--- config.mk ---
export PLATFORM = sky130hd
export DESIGN_NAME = mips_exec_top
export DESIGN_NICKNAME = d
export VERILOG_FILES = /design/src/source/mips_exec_pkg.sv /design/src/source/exec_control.sv /design/src/source/mips_alu.sv /design/src/source/branch_compare.sv /design/src/source/mul_div_unit.sv /design/src/source/mips_exec_top.sv
export SDC_FILE = /design/constraint.sdc
export NUM_CORES = 2
export LEC_CHECK = 0
export BUFFER_PORTS_ARGS = -buffer_cell sky130_fd_sc_hd__buf_2
export CAP_MARGIN = 20
export CORE_MARGIN = 3
export CORE_UTILIZATION = 50
export CTS_CLUSTER_SIZE = 10
export DETAILED_ROUTE_END_ITERATION = 10
export PLACE_DENSITY = 0.66
export RECOVER_POWER = 25
export SLEW_MARGIN = 30
export SYNTH_ARGS = -nofsm -noshare
export SYNTH_HDL_FRONTEND = slang
export SYNTH_SLANG_ARGS = --single-unit
--- constraint.sdc ---
create_clock -name clk -period 13.1 [get_ports clk]
set_input_delay 0.655 -clock clk [delete_from_list [all_inputs] [get_ports clk]]
set_output_delay 0.655 -clock clk [all_outputs]
set_load 0.01 [all_outputs]
--- src/source/mips_exec_pkg.sv ---
`default_nettype none

package mips_exec_pkg;

  typedef logic [31:0] word_t;
  typedef logic [5:0]  opcode_t;
  typedef logic [5:0]  funct_t;
  typedef logic [4:0]  reg_idx_t;
  typedef logic [15:0] imm_t;

  // Decoded fields of one issued instruction
  typedef struct packed {
    opcode_t  opcode;
    funct_t   funct;
    reg_idx_t rt_idx;    // REGIMM selector
    reg_idx_t shamt;
    imm_t     imm;
  } exec_instr_t;

  localparam opcode_t op_special = 6'h00;
  localparam opcode_t op_regimm  = 6'h01;
  localparam opcode_t op_beq     = 6'h04;
  localparam opcode_t op_bne     = 6'h05;
  localparam opcode_t op_addiu   = 6'h09;
  localparam opcode_t op_slti    = 6'h0a;
  localparam opcode_t op_sltiu   = 6'h0b;
  localparam opcode_t op_andi    = 6'h0c;
  localparam opcode_t op_ori     = 6'h0d;
  localparam opcode_t op_xori    = 6'h0e;
  localparam opcode_t op_lui     = 6'h0f;
  localparam opcode_t op_lb      = 6'h20;
  localparam opcode_t op_lh      = 6'h21;
  localparam opcode_t op_lw      = 6'h23;
  localparam opcode_t op_lbu     = 6'h24;
  localparam opcode_t op_lhu     = 6'h25;
  localparam opcode_t op_sb      = 6'h28;
  localparam opcode_t op_sh      = 6'h29;
  localparam opcode_t op_sw      = 6'h2b;

  localparam funct_t fn_sll   = 6'h00;
  localparam funct_t fn_srl   = 6'h02;
  localparam funct_t fn_sra   = 6'h03;
  localparam funct_t fn_sllv  = 6'h04;
  localparam funct_t fn_srlv  = 6'h06;
  localparam funct_t fn_srav  = 6'h07;
  localparam funct_t fn_mfhi  = 6'h10;
  localparam funct_t fn_mflo  = 6'h12;
  localparam funct_t fn_mult  = 6'h18;
  localparam funct_t fn_multu = 6'h19;
  localparam funct_t fn_div   = 6'h1a;
  localparam funct_t fn_divu  = 6'h1b;
  localparam funct_t fn_addu  = 6'h21;
  localparam funct_t fn_subu  = 6'h23;
  localparam funct_t fn_and   = 6'h24;
  localparam funct_t fn_or    = 6'h25;
  localparam funct_t fn_xor   = 6'h26;
  localparam funct_t fn_nor   = 6'h27;
  localparam funct_t fn_slt   = 6'h2a;
  localparam funct_t fn_sltu  = 6'h2b;

  typedef enum logic [3:0] {
    alu_add, alu_sub, alu_and, alu_or, alu_xor, alu_nor, alu_sll,
    alu_srl, alu_sra, alu_slt, alu_sltu, alu_lui, alu_pass
  } alu_op_e;

  // Operand a uses rs, hi, lo and operand b uses rt, sign-ext imm, zero-ext imm
  typedef enum logic [1:0] {
    sel_reg     = 2'd0,
    sel_hi_sext = 2'd1,
    sel_lo_zext = 2'd2
  } operand_sel_e;

  typedef struct packed {
    alu_op_e      op;
    operand_sel_e a_sel;
    operand_sel_e b_sel;
    logic         shift_var;  // Shift by rs instead of shamt
  } alu_ctrl_t;

  typedef enum logic [2:0] {br_none, br_eq, br_ne, br_ltz, br_gez} branch_kind_e;

  typedef enum logic [2:0] {md_none, md_mult, md_multu, md_div, md_divu} md_op_e;

endpackage

`default_nettype wire

--- src/source/exec_control.sv ---
`timescale 1ns/1ns
`default_nettype none

module exec_control (
  input  wire                         clk,
  input  wire                         reset,
  input  wire                         issue,
  input  wire mips_exec_pkg::exec_instr_t instr,
  input  wire                         div_active,
  output logic                        alu_load,
  output logic                        branch_load,
  output logic                        md_start,
  output mips_exec_pkg::alu_ctrl_t    alu_ctrl,
  output mips_exec_pkg::branch_kind_e branch_kind,
  output mips_exec_pkg::md_op_e       md_op,
  output logic                        busy
);

  import mips_exec_pkg::*;

  typedef enum logic {st_idle, st_dividing} state_e;

  state_e state;
  logic   accept;
  logic   is_alu;
  logic   is_branch;
  logic   is_md;
  logic   div_start;

  assign busy   = (state == st_dividing) && div_active;
  assign accept = issue && !busy;  // Issues during a divide are dropped

  always_comb
  begin
    alu_ctrl.op        = alu_pass;
    alu_ctrl.a_sel     = sel_reg;
    alu_ctrl.b_sel     = sel_reg;
    alu_ctrl.shift_var = 1'b0;
    branch_kind = br_none;
    md_op       = md_none;
    is_alu      = 1'b0;
    is_branch   = 1'b0;
    is_md       = 1'b0;
    case (instr.opcode)
      op_special:
      begin
        is_alu = 1'b1;  // Cleared below for mult/div and unknown functs
        case (instr.funct)
          fn_addu: alu_ctrl.op = alu_add;
          fn_subu: alu_ctrl.op = alu_sub;
          fn_and:  alu_ctrl.op = alu_and;
          fn_or:   alu_ctrl.op = alu_or;
          fn_xor:  alu_ctrl.op = alu_xor;
          fn_nor:  alu_ctrl.op = alu_nor;
          fn_slt:  alu_ctrl.op = alu_slt;
          fn_sltu: alu_ctrl.op = alu_sltu;
          fn_sll:  alu_ctrl.op = alu_sll;
          fn_srl:  alu_ctrl.op = alu_srl;
          fn_sra:  alu_ctrl.op = alu_sra;
          fn_sllv:
          begin
            alu_ctrl.op        = alu_sll;
            alu_ctrl.shift_var = 1'b1;
          end
          fn_srlv:
          begin
            alu_ctrl.op        = alu_srl;
            alu_ctrl.shift_var = 1'b1;
          end
          fn_srav:
          begin
            alu_ctrl.op        = alu_sra;
            alu_ctrl.shift_var = 1'b1;
          end
          fn_mfhi: alu_ctrl.a_sel = sel_hi_sext;  // Pass hi through
          fn_mflo: alu_ctrl.a_sel = sel_lo_zext;  // Pass lo through
          fn_mult, fn_multu, fn_div, fn_divu:
          begin
            is_alu = 1'b0;
            is_md  = 1'b1;
            case (instr.funct)
              fn_mult:  md_op = md_mult;
              fn_multu: md_op = md_multu;
              fn_div:   md_op = md_div;
              default:  md_op = md_divu;
            endcase
          end
          default: is_alu = 1'b0;
        endcase
      end
      op_regimm:
      begin
        is_branch = 1'b1;
        case (instr.rt_idx)
          5'd0, 5'd16: branch_kind = br_ltz;  // BLTZ, BLTZAL
          5'd1, 5'd17: branch_kind = br_gez;  // BGEZ, BGEZAL
          default:     is_branch = 1'b0;
        endcase
      end
      op_beq:
      begin
        is_branch   = 1'b1;
        branch_kind = br_eq;
      end
      op_bne:
      begin
        is_branch   = 1'b1;
        branch_kind = br_ne;
      end
      op_addiu, op_lb, op_lh, op_lw, op_lbu, op_lhu, op_sb, op_sh, op_sw:
      begin
        is_alu         = 1'b1;  // Effective address for loads and stores
        alu_ctrl.op    = alu_add;
        alu_ctrl.b_sel = sel_hi_sext;
      end
      op_slti, op_sltiu:
      begin
        is_alu         = 1'b1;
        alu_ctrl.op    = (instr.opcode == op_slti) ? alu_slt : alu_sltu;
        alu_ctrl.b_sel = sel_hi_sext;  // SLTIU also sign-extends
      end
      op_andi, op_ori, op_xori:
      begin
        is_alu         = 1'b1;
        alu_ctrl.b_sel = sel_lo_zext;
        case (instr.opcode)
          op_andi: alu_ctrl.op = alu_and;
          op_ori:  alu_ctrl.op = alu_or;
          default: alu_ctrl.op = alu_xor;
        endcase
      end
      op_lui:
      begin
        is_alu      = 1'b1;
        alu_ctrl.op = alu_lui;
      end
      default: ;  // Unknown opcode, no strobe
    endcase
  end

  assign alu_load    = accept && is_alu;
  assign branch_load = accept && is_branch;
  assign md_start    = accept && is_md;
  assign div_start   = md_start && (md_op == md_div || md_op == md_divu);

  always_ff @(posedge clk)
  begin
    if (reset)
      state <= st_idle;
    else
    begin
      case (state)
        st_idle:
          if (div_start)
            state <= st_dividing;
        st_dividing:
          if (!div_start && !div_active)
            state <= st_idle;  // Divider has written hi and lo
        default:
          state <= st_idle;
      endcase
    end
  end

endmodule

`default_nettype wire

--- src/source/mips_alu.sv ---
`timescale 1ns/1ns
`default_nettype none

module mips_alu (
  input  wire                      clk,
  input  wire                      reset,
  input  wire                      load,
  input  wire mips_exec_pkg::alu_ctrl_t ctrl,
  input  wire mips_exec_pkg::word_t    rs_value,
  input  wire mips_exec_pkg::word_t    rt_value,
  input  wire mips_exec_pkg::word_t    hi,
  input  wire mips_exec_pkg::word_t    lo,
  input  wire mips_exec_pkg::imm_t     imm,
  input  wire mips_exec_pkg::reg_idx_t shamt,
  output mips_exec_pkg::word_t     result,
  output logic                     result_valid
);

  import mips_exec_pkg::*;

  word_t    imm_sext;
  word_t    imm_zext;
  word_t    operand_a;
  word_t    operand_b;
  reg_idx_t shift_amt;
  word_t    alu_out;

  assign imm_sext  = {{16{imm[15]}}, imm};
  assign imm_zext  = {16'h0000, imm};
  assign shift_amt = ctrl.shift_var ? rs_value[4:0] : shamt;  // Low 5 bits of rs

  always_comb
  begin
    case (ctrl.a_sel)
      sel_hi_sext: operand_a = hi;
      sel_lo_zext: operand_a = lo;
      default:     operand_a = rs_value;
    endcase
    case (ctrl.b_sel)
      sel_hi_sext: operand_b = imm_sext;
      sel_lo_zext: operand_b = imm_zext;
      default:     operand_b = rt_value;
    endcase
  end

  always_comb
  begin
    case (ctrl.op)
      alu_add:  alu_out = operand_a + operand_b;
      alu_sub:  alu_out = operand_a - operand_b;
      alu_and:  alu_out = operand_a & operand_b;
      alu_or:   alu_out = operand_a | operand_b;
      alu_xor:  alu_out = operand_a ^ operand_b;
      alu_nor:  alu_out = ~(operand_a | operand_b);
      alu_sll:  alu_out = operand_b << shift_amt;  // Shifts act on rt
      alu_srl:  alu_out = operand_b >> shift_amt;
      alu_sra:  alu_out = $signed(operand_b) >>> shift_amt;
      alu_slt:  alu_out = {31'b0, $signed(operand_a) < $signed(operand_b)};
      alu_sltu: alu_out = {31'b0, operand_a < operand_b};
      alu_lui:  alu_out = {imm, 16'h0000};
      default:  alu_out = operand_a;  // Pass, used by MFHI and MFLO
    endcase
  end

  always_ff @(posedge clk)
  begin
    if (reset)
    begin
      result       <= '0;
      result_valid <= 1'b0;
    end
    else
    begin
      result_valid <= load;
      if (load)
        result <= alu_out;
    end
  end

endmodule

`default_nettype wire

--- src/source/branch_compare.sv ---
`timescale 1ns/1ns
`default_nettype none

module branch_compare (
  input  wire                          clk,
  input  wire                          reset,
  input  wire                          load,
  input  wire mips_exec_pkg::branch_kind_e kind,
  input  wire mips_exec_pkg::word_t        rs_value,
  input  wire mips_exec_pkg::word_t        rt_value,
  output logic                         branch_valid,
  output logic                         branch_taken
);

  import mips_exec_pkg::*;

  logic taken_next;

  always_comb
  begin
    case (kind)
      br_eq:   taken_next = (rs_value == rt_value);
      br_ne:   taken_next = (rs_value != rt_value);
      br_ltz:  taken_next = rs_value[31];  // Sign bit only
      br_gez:  taken_next = !rs_value[31];
      default: taken_next = 1'b0;
    endcase
  end

  always_ff @(posedge clk)
  begin
    if (reset)
    begin
      branch_valid <= 1'b0;
      branch_taken <= 1'b0;
    end
    else
    begin
      branch_valid <= load;
      if (load)
        branch_taken <= taken_next;  // Held until the next branch
    end
  end

endmodule

`default_nettype wire

--- src/source/mul_div_unit.sv ---
`timescale 1ns/1ns
`default_nettype none

module mul_div_unit (
  input  wire                    clk,
  input  wire                    reset,
  input  wire                    start,
  input  wire mips_exec_pkg::md_op_e op,
  input  wire mips_exec_pkg::word_t  rs_value,
  input  wire mips_exec_pkg::word_t  rt_value,
  output logic                   div_active,
  output mips_exec_pkg::word_t   hi,
  output mips_exec_pkg::word_t   lo
);

  import mips_exec_pkg::*;

  localparam logic [5:0] div_steps = 6'd32;

  logic               is_signed;
  logic               mul_go;
  logic               div_go;
  logic signed [32:0] mul_a;
  logic signed [32:0] mul_b;
  logic signed [65:0] product;
  word_t              rs_mag;
  word_t              rt_mag;
  word_t              quot;
  word_t              rem;
  word_t              divisor;
  logic [32:0]        shifted;
  logic [32:0]        diff;
  logic               q_neg;
  logic               r_neg;
  logic [5:0]         step;

  assign is_signed = (op == md_mult) || (op == md_div);
  assign mul_go    = start && (op == md_mult || op == md_multu);
  assign div_go    = start && (op == md_div || op == md_divu);

  // 33-bit operands cover both signed and unsigned products
  assign mul_a   = {is_signed & rs_value[31], rs_value};
  assign mul_b   = {is_signed & rt_value[31], rt_value};
  assign product = mul_a * mul_b;

  assign rs_mag = (is_signed && rs_value[31]) ? -rs_value : rs_value;
  assign rt_mag = (is_signed && rt_value[31]) ? -rt_value : rt_value;

  assign shifted = {rem, quot[31]};  // Partial remainder with next dividend bit
  assign diff    = shifted - {1'b0, divisor};

  always_ff @(posedge clk)
  begin
    if (reset)
    begin
      hi         <= '0;
      lo         <= '0;
      div_active <= 1'b0;
      step       <= '0;
    end
    else if (mul_go)
    begin
      hi <= product[63:32];
      lo <= product[31:0];
    end
    else if (div_go)
    begin
      div_active <= 1'b1;
      step       <= '0;
    end
    else if (div_active && step == div_steps)
    begin
      hi         <= r_neg ? -rem : rem;  // Sign fix step
      lo         <= q_neg ? -quot : quot;
      div_active <= 1'b0;
    end
    else if (div_active)
      step <= step + 6'd1;
  end

  // Restoring divider datapath
  always_ff @(posedge clk)
  begin
    if (div_go)
    begin
      quot    <= rs_mag;
      rem     <= '0;
      divisor <= rt_mag;
      q_neg   <= is_signed && (rs_value[31] ^ rt_value[31]);
      r_neg   <= is_signed && rs_value[31];
    end
    else if (div_active && step < div_steps)
    begin
      if (shifted >= {1'b0, divisor})
      begin
        rem  <= diff[31:0];
        quot <= {quot[30:0], 1'b1};
      end
      else
      begin
        rem  <= shifted[31:0];
        quot <= {quot[30:0], 1'b0};
      end
    end
  end

endmodule

`default_nettype wire

--- src/source/mips_exec_top.sv ---
`timescale 1ns/1ns
`default_nettype none

module mips_exec_top (
  input  wire                         clk,
  input  wire                         reset,
  input  wire                         issue,
  input  wire mips_exec_pkg::exec_instr_t instr,
  input  wire mips_exec_pkg::word_t       rs_value,
  input  wire mips_exec_pkg::word_t       rt_value,
  output mips_exec_pkg::word_t        result,
  output logic                        result_valid,
  output logic                        branch_valid,
  output logic                        branch_taken,
  output mips_exec_pkg::word_t        hi,
  output mips_exec_pkg::word_t        lo,
  output logic                        busy
);

  import mips_exec_pkg::*;

  logic         alu_load;
  logic         branch_load;
  logic         md_start;
  logic         div_active;
  alu_ctrl_t    alu_ctrl;
  branch_kind_e branch_kind;
  md_op_e       md_op;

  exec_control u_control (
    .clk         (clk),
    .reset       (reset),
    .issue       (issue),
    .instr       (instr),
    .div_active  (div_active),
    .alu_load    (alu_load),
    .branch_load (branch_load),
    .md_start    (md_start),
    .alu_ctrl    (alu_ctrl),
    .branch_kind (branch_kind),
    .md_op       (md_op),
    .busy        (busy)
  );

  mips_alu u_alu (
    .clk          (clk),
    .reset        (reset),
    .load         (alu_load),
    .ctrl         (alu_ctrl),
    .rs_value     (rs_value),
    .rt_value     (rt_value),
    .hi           (hi),  // MFHI and MFLO source
    .lo           (lo),
    .imm          (instr.imm),
    .shamt        (instr.shamt),
    .result       (result),
    .result_valid (result_valid)
  );

  branch_compare u_branch (
    .clk          (clk),
    .reset        (reset),
    .load         (branch_load),
    .kind         (branch_kind),
    .rs_value     (rs_value),
    .rt_value     (rt_value),
    .branch_valid (branch_valid),
    .branch_taken (branch_taken)
  );

  mul_div_unit u_mul_div (
    .clk        (clk),
    .reset      (reset),
    .start      (md_start),
    .op         (md_op),
    .rs_value   (rs_value),
    .rt_value   (rt_value),
    .div_active (div_active),
    .hi         (hi),
    .lo         (lo)
  );

endmodule

`default_nettype wire

# --- Word level (Yosys, flattened, before mapping) ---
# Cells that the tools add are included.
word_totals:
  output_inout_bits: 100
  regBits: 205
  input_bits: 105
op_classes:
  magnitude_cmp: 4
  shifts: 3
  multipliers: 1
  add_sub_neg: 8
  n_mux: 47
  bitwise_logic: 9
  n_reduce_logical: 46
  eq_ne: 68
ops:
  columns: ["operator", "count"]
  rows:
  - ["2-to-1 mux 32 bit", 13]
  - ["one-hot mux 32 bit (12 select lines)", 1]
  - ["negator 32 bit", 4]
  - ["one-hot mux 32 bit (2 select lines)", 2]
  - ["equality test 6 bit (second input constant)", 17]
  - ["< comparator 32 bit", 2]
  - ["multiplier 33 x 33 -> 64 bit", 1]
  - ["subtractor 32 bit", 2]
  - ["one-hot mux 4 bit (11 select lines)", 1]
  - ["equality test 6 x 4 -> 1 bit (second input constant)", 7]
  - ["equality test 6 x 5 -> 1 bit (second input constant)", 6]
  - ["greater-or-equal comparator 33 x 32 -> 1 bit", 1]
  - ["adder 32 bit", 1]
  - ["AND 32 bit", 1]
  - ["equality test 32 bit", 1]
  - ["!= test 32 bit", 1]
  - ["NOT 32 bit", 1]
  - ["bitwise OR 32 bit", 1]
  - ["<< shifter 32 x 5 -> 32 bit", 1]
  - [">> shifter 32 x 5 -> 32 bit", 1]
  - [">>> shifter 32 x 5 -> 32 bit", 1]
  - ["XOR 32 bit", 1]
  - ["equality test 6 x 3 -> 1 bit (second input constant)", 5]
  - ["one-hot mux 4 bit (5 select lines)", 1]
  - ["other kinds (46)", 113]

# --- Depth between registers and ports, before layout ---
logic_depth:
  ltp_word: 11
  ltp_mapped: 37
  mapped_depth_nobuf: 33

# --- Modules after synthesis ---
# From an unflattened synthesis, not the netlist that was laid out.
hier_totals:
  cells_unflattened: 7514
  area_unflattened_um2: 61859.3
by_module_without_submodules:
  columns: ["mod", "seq_area_each_um2", "cells_each", "instances", "area_per_inst_um2"]
  rows:
  - ["mul_div_unit", 4043.9, 5575, 1, 48736.7]
  - ["mips_alu", 660.6, 1778, 1, 11959.0]
  - ["exec_control", 20.0, 103, 1, 663.1]
  - ["branch_compare", 40.0, 58, 1, 500.5]

# --- Worst setup path before layout ---
# OpenSTA, ideal clock, no wires.
synth_path:
  kind: "input -> register"
  from: "in instr[35] (netlist bit)"
  to: "reg u_mul_div.hi[25]"
  arrival_ns: 9.665
  slack_ns: 3.302
  stages: 33
  setup_time_ns: 0.134
  path_cell_list: "or4_4 nor2_1 nand3_1 nor2_1 nand2_1 inv_1 clkbuf_1 nand2_1 inv_1 fa_1 inv_1 fa_1 inv_1 fa_1 fa_1 inv_1 fa_1 inv_1 fa_1 inv_1 fa_1 fa_1 inv_1 ha_1 a21o_1 a21o_1 or3b_2 a211oi_1 nor2_1 a2111o_1 a31oi_1 xor2_1 o22ai_1"
synth_between:
  elab_chain_cells: 7
  word_cells_on_any_way: 20
  cone_classes: "mul (1); eq/ne (5); mux (3); bitwise (2); reduce/logical (9)"
synth_rtl:
  columns: ["element", "line", "rtl"]
  rows:
  - ["from (decl)", "mips_exec_top.sv:8", "input wire mips_exec_pkg::exec_instr_t instr,"]
  - ["logical NOT 6 bit (*)", "exec_control.sv:44", "case (instr.opcode)"]
  - ["2-to-1 mux 3 bit", "exec_control.sv:44", null]
  - ["equality test 3 x 1 -> 1 bit, or another cell as far along", "mul_div_unit.sv:37, mul_div_unit.sv:38", null]
  - ["logical OR 1 bit, on equally long branches", "mul_div_unit.sv:37, mul_div_unit.sv:38, mul_div_unit.sv:39", null]
  - ["AND 1 bit, or another cell as far along", "mul_div_unit.sv:42", "assign mul_a = {is_signed & rs_value[31], rs_value};"]
  - ["multiplier 33 x 33 -> 64 bit, or another cell as far along", "mul_div_unit.sv:44", "assign product = mul_a * mul_b;"]
  - ["2-to-1 mux 32 bit or AND reduction 2 bit (tied branches)", null, null]
  - ["to (signal assigned)", "mul_div_unit.sv:63", "hi <= product[63:32];"]
  - ["to (signal assigned)", "mul_div_unit.sv:73", "hi <= r_neg ? -rem : rem;"]
  - ["to (decl)", "mul_div_unit.sv:12", "output mips_exec_pkg::word_t hi,"]
# Mark *: on every way between the ends. The rest lies on a longest branch, timed or not.
# A chain may end at the register's enable or synchronous reset.

# --- Final worst setup path ---
# Same ends and word-level chain as after synthesis.

==> impl_metrics.ini <==
[global_route]
grt_overflow_total = 0
grt_usage_pct = 39.50
antenna_found_initial = 18
grt_pass1_vias = 58020
grt_pass1_wl_um = 381800
grt_start_max_net_pins = 90

[routing]
vias = 57770
antenna_left = 0
first_iter_violations = 6573
routed_wirelength_um = 257700
drc = 0
dr.pass1.iters = 6
wl_per_cell_um = 28.26
via_per_inst = 6.335

[clocking]
cts_made_buffers = 27
cts_resized = 0
ctsRootBufferMaster = clkbuf_16
clk_pin_slew_ns = 0.07
clock_sinks = 205
ctsHoldBuffers = 0
clk_latency_ns = 0.63
clock_path_buffers = 3
post_cts.repair.setup_buffers = 0
cts_tree = done
cts_max_level = 1

[place]
dpl-instance-area_um2 = 64670
pre_cts_ws_ns = 0.9060
portBuffers = 203
gp_congestion = 1.088
hpwl_um = 199000

[sta]
setup_ws_ns = 1.394
period_share_pct = 89.36
worst_pin_slew_ns = 2.584
rsz0062_at_grt = false
report.final.hold_viol_count = 0
slew_headroom_pct = -72.24
drv_slew = 35
finalCriticalPeriod_ns = 11.71
finClkSkew_ns = 0.03419
setup_viol = 0
max_freq_mhz = 85.42
setup-tns-final_ns = 0

[floorplanning]
die_x_um = 359.0
rows = 128
core_um2 = 122800
die_area_um2 = 128900
die_y_um = 359.0
start_util_pct = 50.73
io_pins = 205

[cells_and_area]
nFillCells = 11750
seq_area_um2 = 4765
fin_nets = 9075
syn2layout_area_growth_pct = 5.160
drive_above_1_share_pct = 5.414
multi_input_area_um2 = 50700
layout_common_cells = inv_1, fa_1, nand2_1
design_area_um2 = 65530
final_common_cell = inv_1
final_util_pct = 53.35

[synth]
yosys_warnings = 0
yosysSeqAreaShare_pct = 7.646
synth_edf_count = 66
netlist_area_um2 = 62320
syn_inst = 7595
ys.flop_type = dfxtp_1
synth-seq-cells = 205
yosysUniqueCellTypes = 92
synth_nets = 9210
synthArstFlopShare_pct = 0
postSynthAreaPerCell_um2 = 8.205

[setup_path]
worst_setup_path_start_kind = input pin
worstSetupPathType = in2reg
cp_slowest_cell = fa_1
cp.arrival_ns = 12.19
crit_top_cell = fa_1
worst_path_largest_cell_delay_ns = 0.91
worstSetupEndpointType = flip-flop
worst_ep_required_time_ns = 13.58
path_max_fanout = 14

[worst_hold_path]
hp-class = reg2reg

[run_status]
status = finished, violations left
violations = capacitance limit, slew limit

[run]
cap_viol_max_count = 1
==> registers in the layout, summed over array words and instances (netlist names), 6 cells and up <==
| name | cells |
|---|---|
| u_mul_div.divisor | 32 |
| u_alu.result | 32 |
| u_mul_div.rem | 32 |
| u_mul_div.quot | 32 |
| u_mul_div.hi | 32 |
| u_mul_div.step | 6 |
| u_mul_div.lo | 32 |
==> logic make-up (layout without fill, tap and decap cells) <==
| group | Yosys count | after routing | share of synthesized area (%) |
|---|---|---|---|
| compound gates | 1469 | 1469 | 15.95 |
| mux | 76 | 76 | 1.476 |
| flops | 205 | 205 | 7.646 |
| simple gates | 2242 | 2242 | 16.49 |
| buf+inv | 1863 | 1749 | 11.30 |
| fa+ha+maj | 1510 | 1510 | 43.91 |
| other cells | 0 | 13 | 0 |
| xor+xnor | 230 | 230 | 3.232 |
==> routing by layer <==
layer  track usage (%)  routed length (µm)  vias up
met5                 0                  17        -
li1                  -                   -    24290
met4             21.87               17380        2
met3             8.525               28240      728
met2             59.33              109000     3516
met1             53.24              103000    29230
==> layout make-up <==
type                            count  share of cell area [%]
Multi-Input combinational cell   5527                   77.37
Inverter                         1343                   7.692
Sequential cell                   205                   7.270
Timing Repair Buffer              356                   3.181
Tap cell                         1625                   3.103
Clock buffer                       44                   1.222
Clock inverter                      6                  0.1146
Antenna cell                       13                 0.04964
==> path summary, 6_finish.rpt <==
kind                                  startpoint  slack [ns]  cells past startpoint               end
worst min register to register  u_alu.result[12]        0.44                      2  u_alu.result[12]
worst max register to register   u_mul_div.hi[4]        7.49                     16   u_alu.result[0]
worst max-delay path                   instr[35]        1.39                     31  u_mul_div.hi[25]
worst min-delay path            u_alu.result[12]        0.44                      2  u_alu.result[12]
==> Yosys cell counts, drive strengths merged, types with 23 or more instances <==
cell type	instances	area share [%]
o21ai	287	2.3
o21a	26	0.31
nand4	37	0.37
inv	1340	8.1
and3	31	0.31
a311oi	23	0.32
buf	79	0.55
and2	305	3.1
o22ai	48	0.48
nor2	352	2.1
fa	1128	36
o211ai	100	1.2
or4	26	0.32
xor2	118	1.7
nand2b	42	0.42
o31ai	54	0.65
a31oi	29	0.29
clkbuf	441	2.7
ha	382	7.7
edfxtp	66	3.2
nor2b	23	0.23
nand2	1111	6.7
nor4	44	0.44
xnor2	112	1.6
a22oi	62	0.75
o21bai	41	0.49
a21oi	325	2.6
nor3	90	0.79
o221ai	29	0.41
a221oi	46	0.65
a211oi	97	1.2
mux2i	57	0.92
a21o	65	0.78
nand3	102	0.83
or3	28	0.28
dfxtp	139	4.5
==> through the flow <==
stage	hold WS [ns]	instances
after floorplan	0.4624	7595
after global placement	0.4217	9051
after CTS	0.4386	9103
after global routing	0.4515	9109
final	0.4356	9119
after detailed placement	0.4288	9053
==> worst max-delay path: cells and delay by family <==
family                     cells  cell delay (ns)
and+or+nand+nor                8             3.04
adders and majority gates      9             4.95
AOI/OAI and AO/OA              6             1.65
buffers and inverters          7             1.69
xor gates and xnor gates       1             0.17
Power is not shown: default switching activity piles up to over one toggle a cycle in this logic, so the estimate is an artifact.
